--- src/logic/ntt_addr_pkg.sv ---
/*
 * Shared widths, the software register address enum and the one-hot
 * write select type for the NTT address unit
 */

package ntt_addr_pkg;

    // Index registers and their word-select field
    localparam int unsigned idx_width  = 8;
    localparam int unsigned wsel_width = 3;

    // Modular coordinate counters
    localparam int unsigned coord_width = 3;

    // Software access data path
    localparam int unsigned ispr_data_width = 32;
    localparam int unsigned ispr_num        = 8;

    typedef logic [idx_width-1:0]   idx_t;
    typedef logic [coord_width-1:0] coord_t;

    // Software-visible registers, also the opcode of an access
    typedef enum logic [2:0] {
        ispr_m    = 3'd0,
        ispr_j2   = 3'd1,
        ispr_j    = 3'd2,
        ispr_idx0 = 3'd3,
        ispr_idx1 = 3'd4,
        ispr_mode = 3'd5,
        ispr_x    = 3'd6,
        ispr_y    = 3'd7
    } ispr_addr_e;

    // One bit per register, indexed by ispr_addr_e
    typedef logic [ispr_num-1:0] ispr_sel_t;

endpackage

--- src/logic/ispr_bus_if.sv ---
/*
 * Decoded software write bus from the access port to the register blocks
 */

`timescale 1ns/1ns

interface ispr_bus_if;

    import ntt_addr_pkg::*;

    // Clear strobe for every register
    logic      init;
    // One-hot register select, zero when no write
    ispr_sel_t wr_sel;
    // Low byte of the software write data
    idx_t      wdata;

    modport source (
        output init,
        output wr_sel,
        output wdata
    );

    modport sink (
        input init,
        input wr_sel,
        input wdata
    );

endinterface

--- src/logic/addr_state_if.sv ---
/*
 * Current loop and index register values shared between the blocks
 */

`timescale 1ns/1ns

interface addr_state_if;

    import ntt_addr_pkg::*;

    // Loop state
    idx_t   m;
    idx_t   j2;
    idx_t   j;
    logic   mode;

    // Operand indices and coordinates
    idx_t   idx0;
    idx_t   idx1;
    coord_t x;
    coord_t y;

    modport loop_side (
        output m,
        output j2,
        output j,
        output mode
    );

    modport index_side (
        input  m,
        input  j,
        output idx0,
        output idx1,
        output x,
        output y
    );

    modport read_side (
        input m,
        input j2,
        input j,
        input mode,
        input idx0,
        input idx1,
        input x,
        input y
    );

endinterface

--- src/logic/ispr_port.sv ---
/*
 * Software access port: write select decode and read data multiplexer
 */

`timescale 1ns/1ns

module ispr_port (
    input  ntt_addr_pkg::ispr_addr_e                  ispr_addr_i,
    input  logic [ntt_addr_pkg::ispr_data_width-1:0]  ispr_wdata_i,
    input  logic                                      ispr_wr_en_i,
    input  logic                                      ispr_init_i,
    output logic [ntt_addr_pkg::ispr_data_width-1:0]  ispr_rdata_o,

    ispr_bus_if.source                                bus,
    addr_state_if.read_side                           state
);

    import ntt_addr_pkg::*;

    // Init and data go straight out, registers pick their own priority
    assign bus.init  = ispr_init_i;
    assign bus.wdata = ispr_wdata_i[idx_width-1:0];

    // Address to one-hot select, gated by the write strobe
    always_comb begin
        bus.wr_sel = '0;
        if (ispr_wr_en_i) begin
            bus.wr_sel[ispr_addr_i] = 1'b1;
        end
    end

    // Read data from the registered values, zero extended
    always_comb begin
        ispr_rdata_o = '0;
        unique case (ispr_addr_i)
            ispr_m: begin
                ispr_rdata_o = ispr_data_width'(state.m);
            end
            ispr_j2: begin
                ispr_rdata_o = ispr_data_width'(state.j2);
            end
            ispr_j: begin
                ispr_rdata_o = ispr_data_width'(state.j);
            end
            ispr_idx0: begin
                ispr_rdata_o = ispr_data_width'(state.idx0);
            end
            ispr_idx1: begin
                ispr_rdata_o = ispr_data_width'(state.idx1);
            end
            ispr_mode: begin
                ispr_rdata_o = ispr_data_width'(state.mode);
            end
            ispr_x: begin
                ispr_rdata_o = ispr_data_width'(state.x);
            end
            ispr_y: begin
                ispr_rdata_o = ispr_data_width'(state.y);
            end
            default: begin
                ispr_rdata_o = '0;
            end
        endcase
    end

endmodule

--- src/logic/loop_regs.sv ---
/*
 * Loop state registers m, j2, j and mode with the stride shifts
 * and the loop counter increment
 */

`timescale 1ns/1ns

module loop_regs (
    input  logic             clk_i,
    input  logic             rst_i,

    input  logic             sl_m_i,
    input  logic             sl_j2_i,
    input  logic             inc_j_i,

    ispr_bus_if.sink         bus,
    addr_state_if.loop_side  state
);

    import ntt_addr_pkg::*;

    idx_t m_q;
    idx_t j2_q;
    idx_t j_q;
    logic mode_q;

    idx_t m_shifted;
    idx_t j2_shifted;

    // mode 1: m moves up, j2 moves down; mode 0 the other way round
    assign m_shifted  = mode_q ? {m_q[idx_width-2:0], 1'b0} : {1'b0, m_q[idx_width-1:1]};
    assign j2_shifted = mode_q ? {1'b0, j2_q[idx_width-1:1]} : {j2_q[idx_width-2:0], 1'b0};

    // Stride register
    always_ff @(posedge clk_i) begin
        if (rst_i || bus.init) begin
            m_q <= '0;
        end else if (bus.wr_sel[ispr_m]) begin
            m_q <= bus.wdata;
        end else if (sl_m_i) begin
            m_q <= m_shifted;
        end
    end

    // Inner stride register
    always_ff @(posedge clk_i) begin
        if (rst_i || bus.init) begin
            j2_q <= '0;
        end else if (bus.wr_sel[ispr_j2]) begin
            j2_q <= bus.wdata;
        end else if (sl_j2_i) begin
            j2_q <= j2_shifted;
        end
    end

    // Loop counter, wraps at 256
    always_ff @(posedge clk_i) begin
        if (rst_i || bus.init) begin
            j_q <= '0;
        end else if (bus.wr_sel[ispr_j]) begin
            j_q <= bus.wdata;
        end else if (inc_j_i) begin
            j_q <= j_q + 1'b1;
        end
    end

    // Shift direction, software only
    always_ff @(posedge clk_i) begin
        if (rst_i || bus.init) begin
            mode_q <= 1'b0;
        end else if (bus.wr_sel[ispr_mode]) begin
            mode_q <= bus.wdata[0];
        end
    end

    assign state.m    = m_q;
    assign state.j2   = j2_q;
    assign state.j    = j_q;
    assign state.mode = mode_q;

endmodule

--- src/logic/index_gen.sv ---
/*
 * Operand index registers idx0 and idx1, bit-reversed index setup
 * and the modular x and y coordinate counters
 */

`timescale 1ns/1ns

module index_gen #(
    parameter int unsigned xy_modulus = 5
) (
    input  logic              clk_i,
    input  logic              rst_i,

    input  logic              set_idx_i,
    input  logic              inc_idx_i,
    input  logic              inc_x_i,
    input  logic              inc_y_i,

    ispr_bus_if.sink          bus,
    addr_state_if.index_side  state
);

    import ntt_addr_pkg::*;

    // Modulus at the width of the counter sum
    localparam logic [coord_width:0] mod_val = (coord_width + 1)'(xy_modulus);

    idx_t   idx0_q;
    idx_t   idx1_q;
    coord_t x_q;
    coord_t y_q;

    idx_t   j_rev;
    idx_t   idx1_base;
    coord_t x_step;
    coord_t y_step;

    // Add one with a single conditional subtract, so 7 steps to 3 for modulus 5
    function automatic coord_t step_coord(coord_t val);
        logic [coord_width:0] sum;
        sum = {1'b0, val} + 1'b1;
        if (sum >= mod_val) begin
            sum = sum - mod_val;
        end
        return sum[coord_width-1:0];
    endfunction

    // Bit reversal of j over the full index width
    always_comb begin
        for (int i = 0; i < idx_width; i++) begin
            j_rev[i] = state.j[idx_width-1-i];
        end
    end

    // Second operand sits m above the first, mod 256
    assign idx1_base = j_rev + state.m;

    assign x_step = step_coord(x_q);
    assign y_step = step_coord(y_q);

    // Operand indices, set beats increment
    always_ff @(posedge clk_i) begin
        if (rst_i || bus.init) begin
            idx0_q <= '0;
        end else if (bus.wr_sel[ispr_idx0]) begin
            idx0_q <= bus.wdata;
        end else if (set_idx_i) begin
            idx0_q <= j_rev;
        end else if (inc_idx_i) begin
            idx0_q <= idx0_q + 1'b1;
        end
    end

    always_ff @(posedge clk_i) begin
        if (rst_i || bus.init) begin
            idx1_q <= '0;
        end else if (bus.wr_sel[ispr_idx1]) begin
            idx1_q <= bus.wdata;
        end else if (set_idx_i) begin
            idx1_q <= idx1_base;
        end else if (inc_idx_i) begin
            idx1_q <= idx1_q + 1'b1;
        end
    end

    // Coordinate counters
    always_ff @(posedge clk_i) begin
        if (rst_i || bus.init) begin
            x_q <= '0;
        end else if (bus.wr_sel[ispr_x]) begin
            x_q <= bus.wdata[coord_width-1:0];
        end else if (inc_x_i) begin
            x_q <= x_step;
        end
    end

    always_ff @(posedge clk_i) begin
        if (rst_i || bus.init) begin
            y_q <= '0;
        end else if (bus.wr_sel[ispr_y]) begin
            y_q <= bus.wdata[coord_width-1:0];
        end else if (inc_y_i) begin
            y_q <= y_step;
        end
    end

    assign state.idx0 = idx0_q;
    assign state.idx1 = idx1_q;
    assign state.x    = x_q;
    assign state.y    = y_q;

endmodule

--- src/logic/ntt_addr_unit.sv ---
/*
 * NTT address unit top level: access port, loop registers and index
 * generator joined by the write bus and the state interface
 */

`timescale 1ns/1ns

module ntt_addr_unit #(
    parameter int unsigned xy_modulus = 5
) (
    input  logic                                      clk_i,
    input  logic                                      rst_i,

    // Loop control strobes
    input  logic                                      sl_m_i,
    input  logic                                      sl_j2_i,
    input  logic                                      inc_j_i,
    input  logic                                      set_idx_i,
    input  logic                                      inc_idx_i,
    input  logic                                      inc_x_i,
    input  logic                                      inc_y_i,

    // Software register access
    input  ntt_addr_pkg::ispr_addr_e                  ispr_addr_i,
    input  logic [ntt_addr_pkg::ispr_data_width-1:0]  ispr_wdata_i,
    input  logic                                      ispr_wr_en_i,
    input  logic                                      ispr_init_i,
    output logic [ntt_addr_pkg::ispr_data_width-1:0]  ispr_rdata_o,

    // Operand addresses and coordinates
    output logic [ntt_addr_pkg::idx_width-ntt_addr_pkg::wsel_width-1:0] wdr0_o,
    output logic [ntt_addr_pkg::wsel_width-1:0]       wsel0_o,
    output logic [ntt_addr_pkg::idx_width-ntt_addr_pkg::wsel_width-1:0] wdr1_o,
    output logic [ntt_addr_pkg::wsel_width-1:0]       wsel1_o,
    output ntt_addr_pkg::coord_t                      x_o,
    output ntt_addr_pkg::coord_t                      y_o
);

    import ntt_addr_pkg::*;

    ispr_bus_if   ispr_bus ();
    addr_state_if addr_state ();

    ispr_port u_ispr_port (
        .ispr_addr_i  (ispr_addr_i),
        .ispr_wdata_i (ispr_wdata_i),
        .ispr_wr_en_i (ispr_wr_en_i),
        .ispr_init_i  (ispr_init_i),
        .ispr_rdata_o (ispr_rdata_o),
        .bus          (ispr_bus.source),
        .state        (addr_state.read_side)
    );

    loop_regs u_loop_regs (
        .clk_i   (clk_i),
        .rst_i   (rst_i),
        .sl_m_i  (sl_m_i),
        .sl_j2_i (sl_j2_i),
        .inc_j_i (inc_j_i),
        .bus     (ispr_bus.sink),
        .state   (addr_state.loop_side)
    );

    index_gen #(
        .xy_modulus (xy_modulus)
    ) u_index_gen (
        .clk_i     (clk_i),
        .rst_i     (rst_i),
        .set_idx_i (set_idx_i),
        .inc_idx_i (inc_idx_i),
        .inc_x_i   (inc_x_i),
        .inc_y_i   (inc_y_i),
        .bus       (ispr_bus.sink),
        .state     (addr_state.index_side)
    );

    // Register number in the high bits, word select in the low bits
    assign wdr0_o  = addr_state.idx0[idx_width-1:wsel_width];
    assign wsel0_o = addr_state.idx0[wsel_width-1:0];
    assign wdr1_o  = addr_state.idx1[idx_width-1:wsel_width];
    assign wsel1_o = addr_state.idx1[wsel_width-1:0];

    assign x_o = addr_state.x;
    assign y_o = addr_state.y;

endmodule

--- config.mk ---
export PLATFORM = sky130hd
export DESIGN_NAME = ntt_addr_unit
export DESIGN_NICKNAME = d
export VERILOG_FILES = /design/src/logic/ntt_addr_pkg.sv /design/src/logic/ispr_bus_if.sv /design/src/logic/addr_state_if.sv /design/src/logic/ispr_port.sv /design/src/logic/loop_regs.sv /design/src/logic/index_gen.sv /design/src/logic/ntt_addr_unit.sv
export SDC_FILE = /design/constraint.sdc
export NUM_CORES = 1
export LEC_CHECK = 0
export ABC_AREA = 1
export BUFFER_PORTS_ARGS = -buffer_cell sky130_fd_sc_hd__buf_2
export CAP_MARGIN = 20
export CORE_ASPECT_RATIO = 0.7
export CORE_MARGIN = 5
export CORE_UTILIZATION = 55
export DETAILED_ROUTE_END_ITERATION = 8
export MAX_ROUTING_LAYER = met4
export PLACE_DENSITY = 0.83
export SYNTH_ARGS = -nofsm -noshare
export SYNTH_HDL_FRONTEND = slang
export SYNTH_SLANG_ARGS = --single-unit
--- constraint.sdc ---
create_clock -name clk_i -period 2.5 [get_ports clk_i]
set_input_delay 0.125 -clock clk_i [delete_from_list [all_inputs] [get_ports clk_i]]
set_output_delay 0.125 -clock clk_i [all_outputs]
set_load 0.1 [all_outputs]
=== Word-level counts from Yosys, hierarchy flattened ===
Index checks and enable logic that the tools add are counted.

* Register bits after elaboration: 47
* Word-level logic and storage cells: 61

* $lt $le $gt $ge: 4
* Muxes and demuxes: 24
* Add/subtract/negate cells: 8
* Reduce and logical (&&, ||, !) cells: 10
* Eq/ne operators: 7

{| class="wikitable"
|+ Operators with widths
! cell !! count
|-
| $pmux W32 S8 || 1
|-
| $mux W8 || 15
|-
| $add A8 B1 Y8 const B || 3
|-
| $mux W3 || 6
|-
| $eq A3 B3 Y1 const B || 4
|-
| $reduce_bool A2 Y1 || 5
|-
| $add A3 B1 Y4 const B || 2
|-
| $add A8 B8 Y8 || 1
|-
| $ge A4 B3 Y1 const B || 2
|-
| $eq A3 B2 Y1 const B || 2
|-
| $reduce_bool A3 Y1 || 2
|-
| $sub A3 B3 Y3 const B || 2
|-
| $lt A3 B4 Y1 const B || 1
|-
| $demux W1 S3 || 1
|-
| $eq A3 B1 Y1 const B || 1
|-
| $ge A3 B1 Y1 const B || 1
|-
| $logic_not A3 Y1 || 1
|-
| $logic_and A1 B1 Y1 || 1
|-
| $logic_or A1 B1 Y1 || 1
|-
| $mux W1 || 1
|}

=== Longest topological paths before layout ===
* Depth after elaboration: 6
* Depth in mapped cells: 11
* Mapped depth without buffers: 10

=== By module ===
From an unflattened synthesis, not the netlist that was laid out.

* Cell total of the unflattened synthesis: 626
* Area total of the unflattened synthesis: 4113.9 µm²

{| class="wikitable"
|+ By module, submodules not included
! module !! cells an instance !! instances !! area each (µm²) !! sequential area each (µm²)
|-
| index_gen || 294 || 1 || 1905.6 || 440.4
|-
| loop_regs || 180 || 1 || 1363.8 || 500.5
|-
| ispr_port || 152 || 1 || 844.6 || 0.0
|}

=== Least setup slack after synthesis ===
OpenSTA, ideal clock, no wires.

* Path type: reg-to-output
* From: reg u_index_gen.idx1_q[4] (netlist: u_index_gen.state.idx1[4])
* To: out ispr_rdata_o[4] (netlist bit)
* Arrival: 2.710 ns
* Slack: -0.335 ns
* Path buffers: 0
* Stages on the path, launching flop included: 3
* Cells stage by stage: dfxtp_1 -> inv_1 -> o2111ai_1

* Word-level cells in the longest chain between the ends: 1

{| class="wikitable"
|+ RTL lines
! item !! line !! text
|-
| start, declared || index_gen.sv:29 || <nowiki>idx_t idx1_q;</nowiki>
|-
| start signal, assigned || index_gen.sv:78 || <nowiki>idx1_q <= bus.wdata;</nowiki>
|-
| start signal, assigned || index_gen.sv:80 || <nowiki>idx1_q <= idx1_base;</nowiki>
|-
| start signal, assigned || index_gen.sv:82 || <nowiki>idx1_q <= idx1_q + 1'b1;</nowiki>
|-
| $pmux W32 S8 || ispr_port.sv:35 || <nowiki>unique case (ispr_addr_i)</nowiki>
|-
| end, declared || ntt_addr_unit.sv:28 || <nowiki>output logic [ntt_addr_pkg::ispr_data_width-1:0] ispr_rdata_o,</nowiki>
|}

No other way between the ends. The select of a mux whose other input is x is not followed.

=== Final worst setup path ===
* From: reg u_loop_regs.j_q[7] (netlist: u_loop_regs.state.j[7])
* To: reg u_index_gen.idx1_q[6] (netlist: u_index_gen.state.idx1[6])

* Word-level cells in the longest chain between the ends: 3

{| class="wikitable"
|+ RTL lines
! item !! line !! text
|-
| start, declared || loop_regs.sv:24 || <nowiki>idx_t j_q;</nowiki>
|-
| start signal, assigned || loop_regs.sv:61 || <nowiki>j_q <= bus.wdata;</nowiki>
|-
| start signal, assigned || loop_regs.sv:63 || <nowiki>j_q <= j_q + 1'b1;</nowiki>
|-
| $add A8 B8 Y8 || index_gen.sv:56 || <nowiki>assign idx1_base = j_rev + state.m;</nowiki>
|-
| $mux W8 || index_gen.sv:79 || <nowiki>end else if (set_idx_i) begin</nowiki>
|-
| $mux W8 || index_gen.sv:77 || <nowiki>end else if (bus.wr_sel[ispr_idx1]) begin</nowiki>
|}

No other way between the ends.
A chain may end at the register's enable or synchronous reset.

==> reports/summary.txt <==
pwr/cell area: 446 nW/um2
hold_buf cts: 0
flop2flop setup slack: 0.56 ns
worst flop-to-flop path startpoint: u_loop_regs.state.j[7]$_SDFFE_PP0P_
register area share after synthesis: 24.7%
largest net degree at the start of global routing: 25
H-tree depth: 2
fillers: 637
GRT Resource Usage Total: 27.5%
Inst Count DP: 702
PortBufs: 51
clock root buffer: clkbuf_8
Initial Util: 56.3%
Mapped Cells: 572
routability cong.: 1.02
vias after detailed routing: 4105
critical path fanouts, max: 5
clock-pin slew on the worst setup and hold paths: 0.09 ns
Vias/cell: 5.79
post-DR wirelength/cell: 16.4 um
Core Area: 6760 um2
footprint of the multi-input gates: 2350 um2
fin worst setup slack: 0.563 ns
crit path from: u_loop_regs.state.j[7]$_SDFFE_PP0P_
status: completed
Yosys top cell area share: 24.7%
standard-cell row count: 25
DRC: 0
grt met1 use: 37.0%
full die area: 8710 um2
Post-Place Worst Slack: 0.615 ns
vias in the first global route: 3621
Setup Fix Bufs, Post-CTS: 0
Tcrit/Tclk final: 77.5%
Finished Layout Cells: 709
antenna violations before repair: 0
VDD IR-drop max: 0.341 mV
mean post-synth cell area: 6.65 um2
most used routing layer: met2
CTS Buf Count: 5
CP Launch Type: flip-flop
RSZ-0062 raised after global routing: no
Slew Viols, Final: 0
yosys warns: 0
reg2reg end: u_index_gen.state.idx1[6]$_SDFFE_PP0P_
Syn Std Cell Area: 3810 um2
CP arrival: 2.18 ns
CTS tree: done
die height: 79.6 um
first-pass GRT wire length: 18300 um
worst min path class: in -> reg
skew final: 0.00600 ns
I/O pin count: 100
Yosys top cell by area: dfxtp_1
worst-margin pin slew: 0.920 ns
grt total ovfl: 0
slew margin rel.: 38.6%
CP Class: reg -> reg
antenna-violating nets left: 0
Antenna Cells: 0
commonest non-fill, non-tap cells in the layout: nand2_1 (127), inv_1 (75), buf_2 (51), dfxtp_1 (47), a21oi_1 (46)
post-cts resize count: 0
DIE WIDTH: 109 um
met3 Use GR: 6.95%
clk buf depth: 2
top post-synthesis cells by area: dfxtp_1 (25%), nand2_1 (13%), inv_1 (7.4%), a21oi_1 (6.0%), buf_4 (4.9%)
GRT met2 Usage: 41.0%
Yosys reg bits: 47
CP endpoint kind: flip-flop
layout cell share with drive strength beyond 1: 15.8%
reg2reg path depth: 9
Max-cap violations: 0
hpwl dp: 8830 um
final net count: 676
CTS Sinks: 47
CP Capture Point: u_index_gen.state.idx1[6]$_SDFFE_PP0P_
f_max: 0.516 GHz
Reg area: 941 um2
area added between synthesis and finish: 7.76%
Pleak: 1.95 nW
final hold vios: 0
drt first-iter violations: 525
drt pass-1 iters: 6
setup tns final: 0 ns
insertion delay to the later sink of the worst-skew pair: 0.31 ns
Critical Path RT: 2.74 ns
post-synth cell types: 43
DRT Wirelength: 11600 um
Final min period: 1.94 ns
Setup violations, final: 0
most common cell after layout, fill and taps aside: nand2_1
==> power breakdown <==
| group | switching [mW] | total (mW) | internal [mW] |
|---|---|---|---|
| registers | 0.0292 | 0.795 | 0.766 |
| clock network | 0.275 | 0.498 | 0.223 |
| logic | 0.449 | 0.537 | 0.0887 |
==> registers in the layout, indices dropped and copies added, names as in the netlist <==
name / cells
u_loop_regs.state.j2: 8
u_index_gen.state.y: 3
u_loop_regs.state.m: 8
u_index_gen.state.x: 3
u_index_gen.state.idx1: 8
u_index_gen.state.idx0: 8
u_loop_regs.state.mode: 1
u_loop_regs.state.j: 8
==> logic make-up after synthesis <==
logic type	after synthesis	share of synthesized area (%)
buf+inv	127	15.9
simple gates	222	27.4
other cells	1	0.0985
compound gates	144	22.9
mux	2	0.526
fa+ha+maj	15	5.13
flops	47	24.7
xor+xnor	14	3.22
==> worst max-delay path: stages (launching register included) <==
cell	delay, ns
dfxtp_1	0.48
ha_1	0.23
inv_1	0.06
fa_1	0.39
o21ai_0	0.29
nand2_1	0.09
nand2_1	0.08
or2_2	0.10
nand2_1	0.04
a21oi_1	0.11
==> how the worst min path moves through the flow <==
stage	startpoint	endpoint	slack (ns)	depth (start not counted)
floorplan	ispr_wdata_i[5]	u_loop_regs.state.j[5]$_SDFFE_PP0P_	0.27	2
global placement	ispr_wdata_i[1]	u_loop_regs.state.m[1]$_SDFFE_PP0P_	0.42	3
detailed placement	ispr_wdata_i[5]	u_loop_regs.state.j[5]$_SDFFE_PP0P_	0.42	3
CTS	inc_y_i	u_index_gen.state.y[1]$_SDFFE_PP0P_	0.10	3
global route	inc_y_i	u_index_gen.state.y[1]$_SDFFE_PP0P_	0.11	3
finish	inc_y_i	u_index_gen.state.y[1]$_SDFFE_PP0P_	0.11	3
==> metal layers <==
metal / vias up / wire length (um)
li1: 1948 / -
met1: 1856 / 4750
met2: 273 / 5160
met3: 28 / 1470
met4: 0 / 216
met5: - / 0
==> synthesized netlist by cell type, drive strengths merged <==
cell,number
o221ai,8
nor2,33
mux2i,2
xnor2,5
nor3,3
buf,33
o2bb2ai,1
nand4,8
fa,1
a21oi,46
o21ai,42
nand2,140
a22oi,3
xor2,9
o22ai,14
dfxtp,47
a211oi,1
clkbuf,6
a221oi,7
o2111ai,3
o211ai,8
or2,3
conb,1
nand3,35
o31ai,2
a31oi,9
inv,88
ha,14
==> final cells by class <==
| type | instances | share of cell area [%] |
|---|---|---|
| repair buffers | 52 | 6.41 |
| multi-input cells | 421 | 57.3 |
| well taps | 94 | 2.87 |
| clock buffers | 6 | 2.01 |
| clock inverters | 1 | 0.214 |
| flip-flops and latches | 47 | 22.9 |
| inverters | 88 | 8.24 |
==> through the flow <==
| step | util [%] | total power [mW] | instance area, um2 | hold WS, ns |
|---|---|---|---|---|
| after global placement | 59.4 | 1.33 | 4010 | 0.416 |
| after CTS | 60.7 | 1.83 | 4100 | 0.105 |
| after detailed placement | 59.4 | 1.34 | 4010 | 0.425 |
| after floorplan | - | 1.27 | 3900 | 0.273 |
| final | 60.7 | 1.83 | 4100 | 0.108 |
| after global routing | 60.7 | 1.90 | 4100 | 0.111 |
Note: power is estimated with default switching activity, not from simulation.
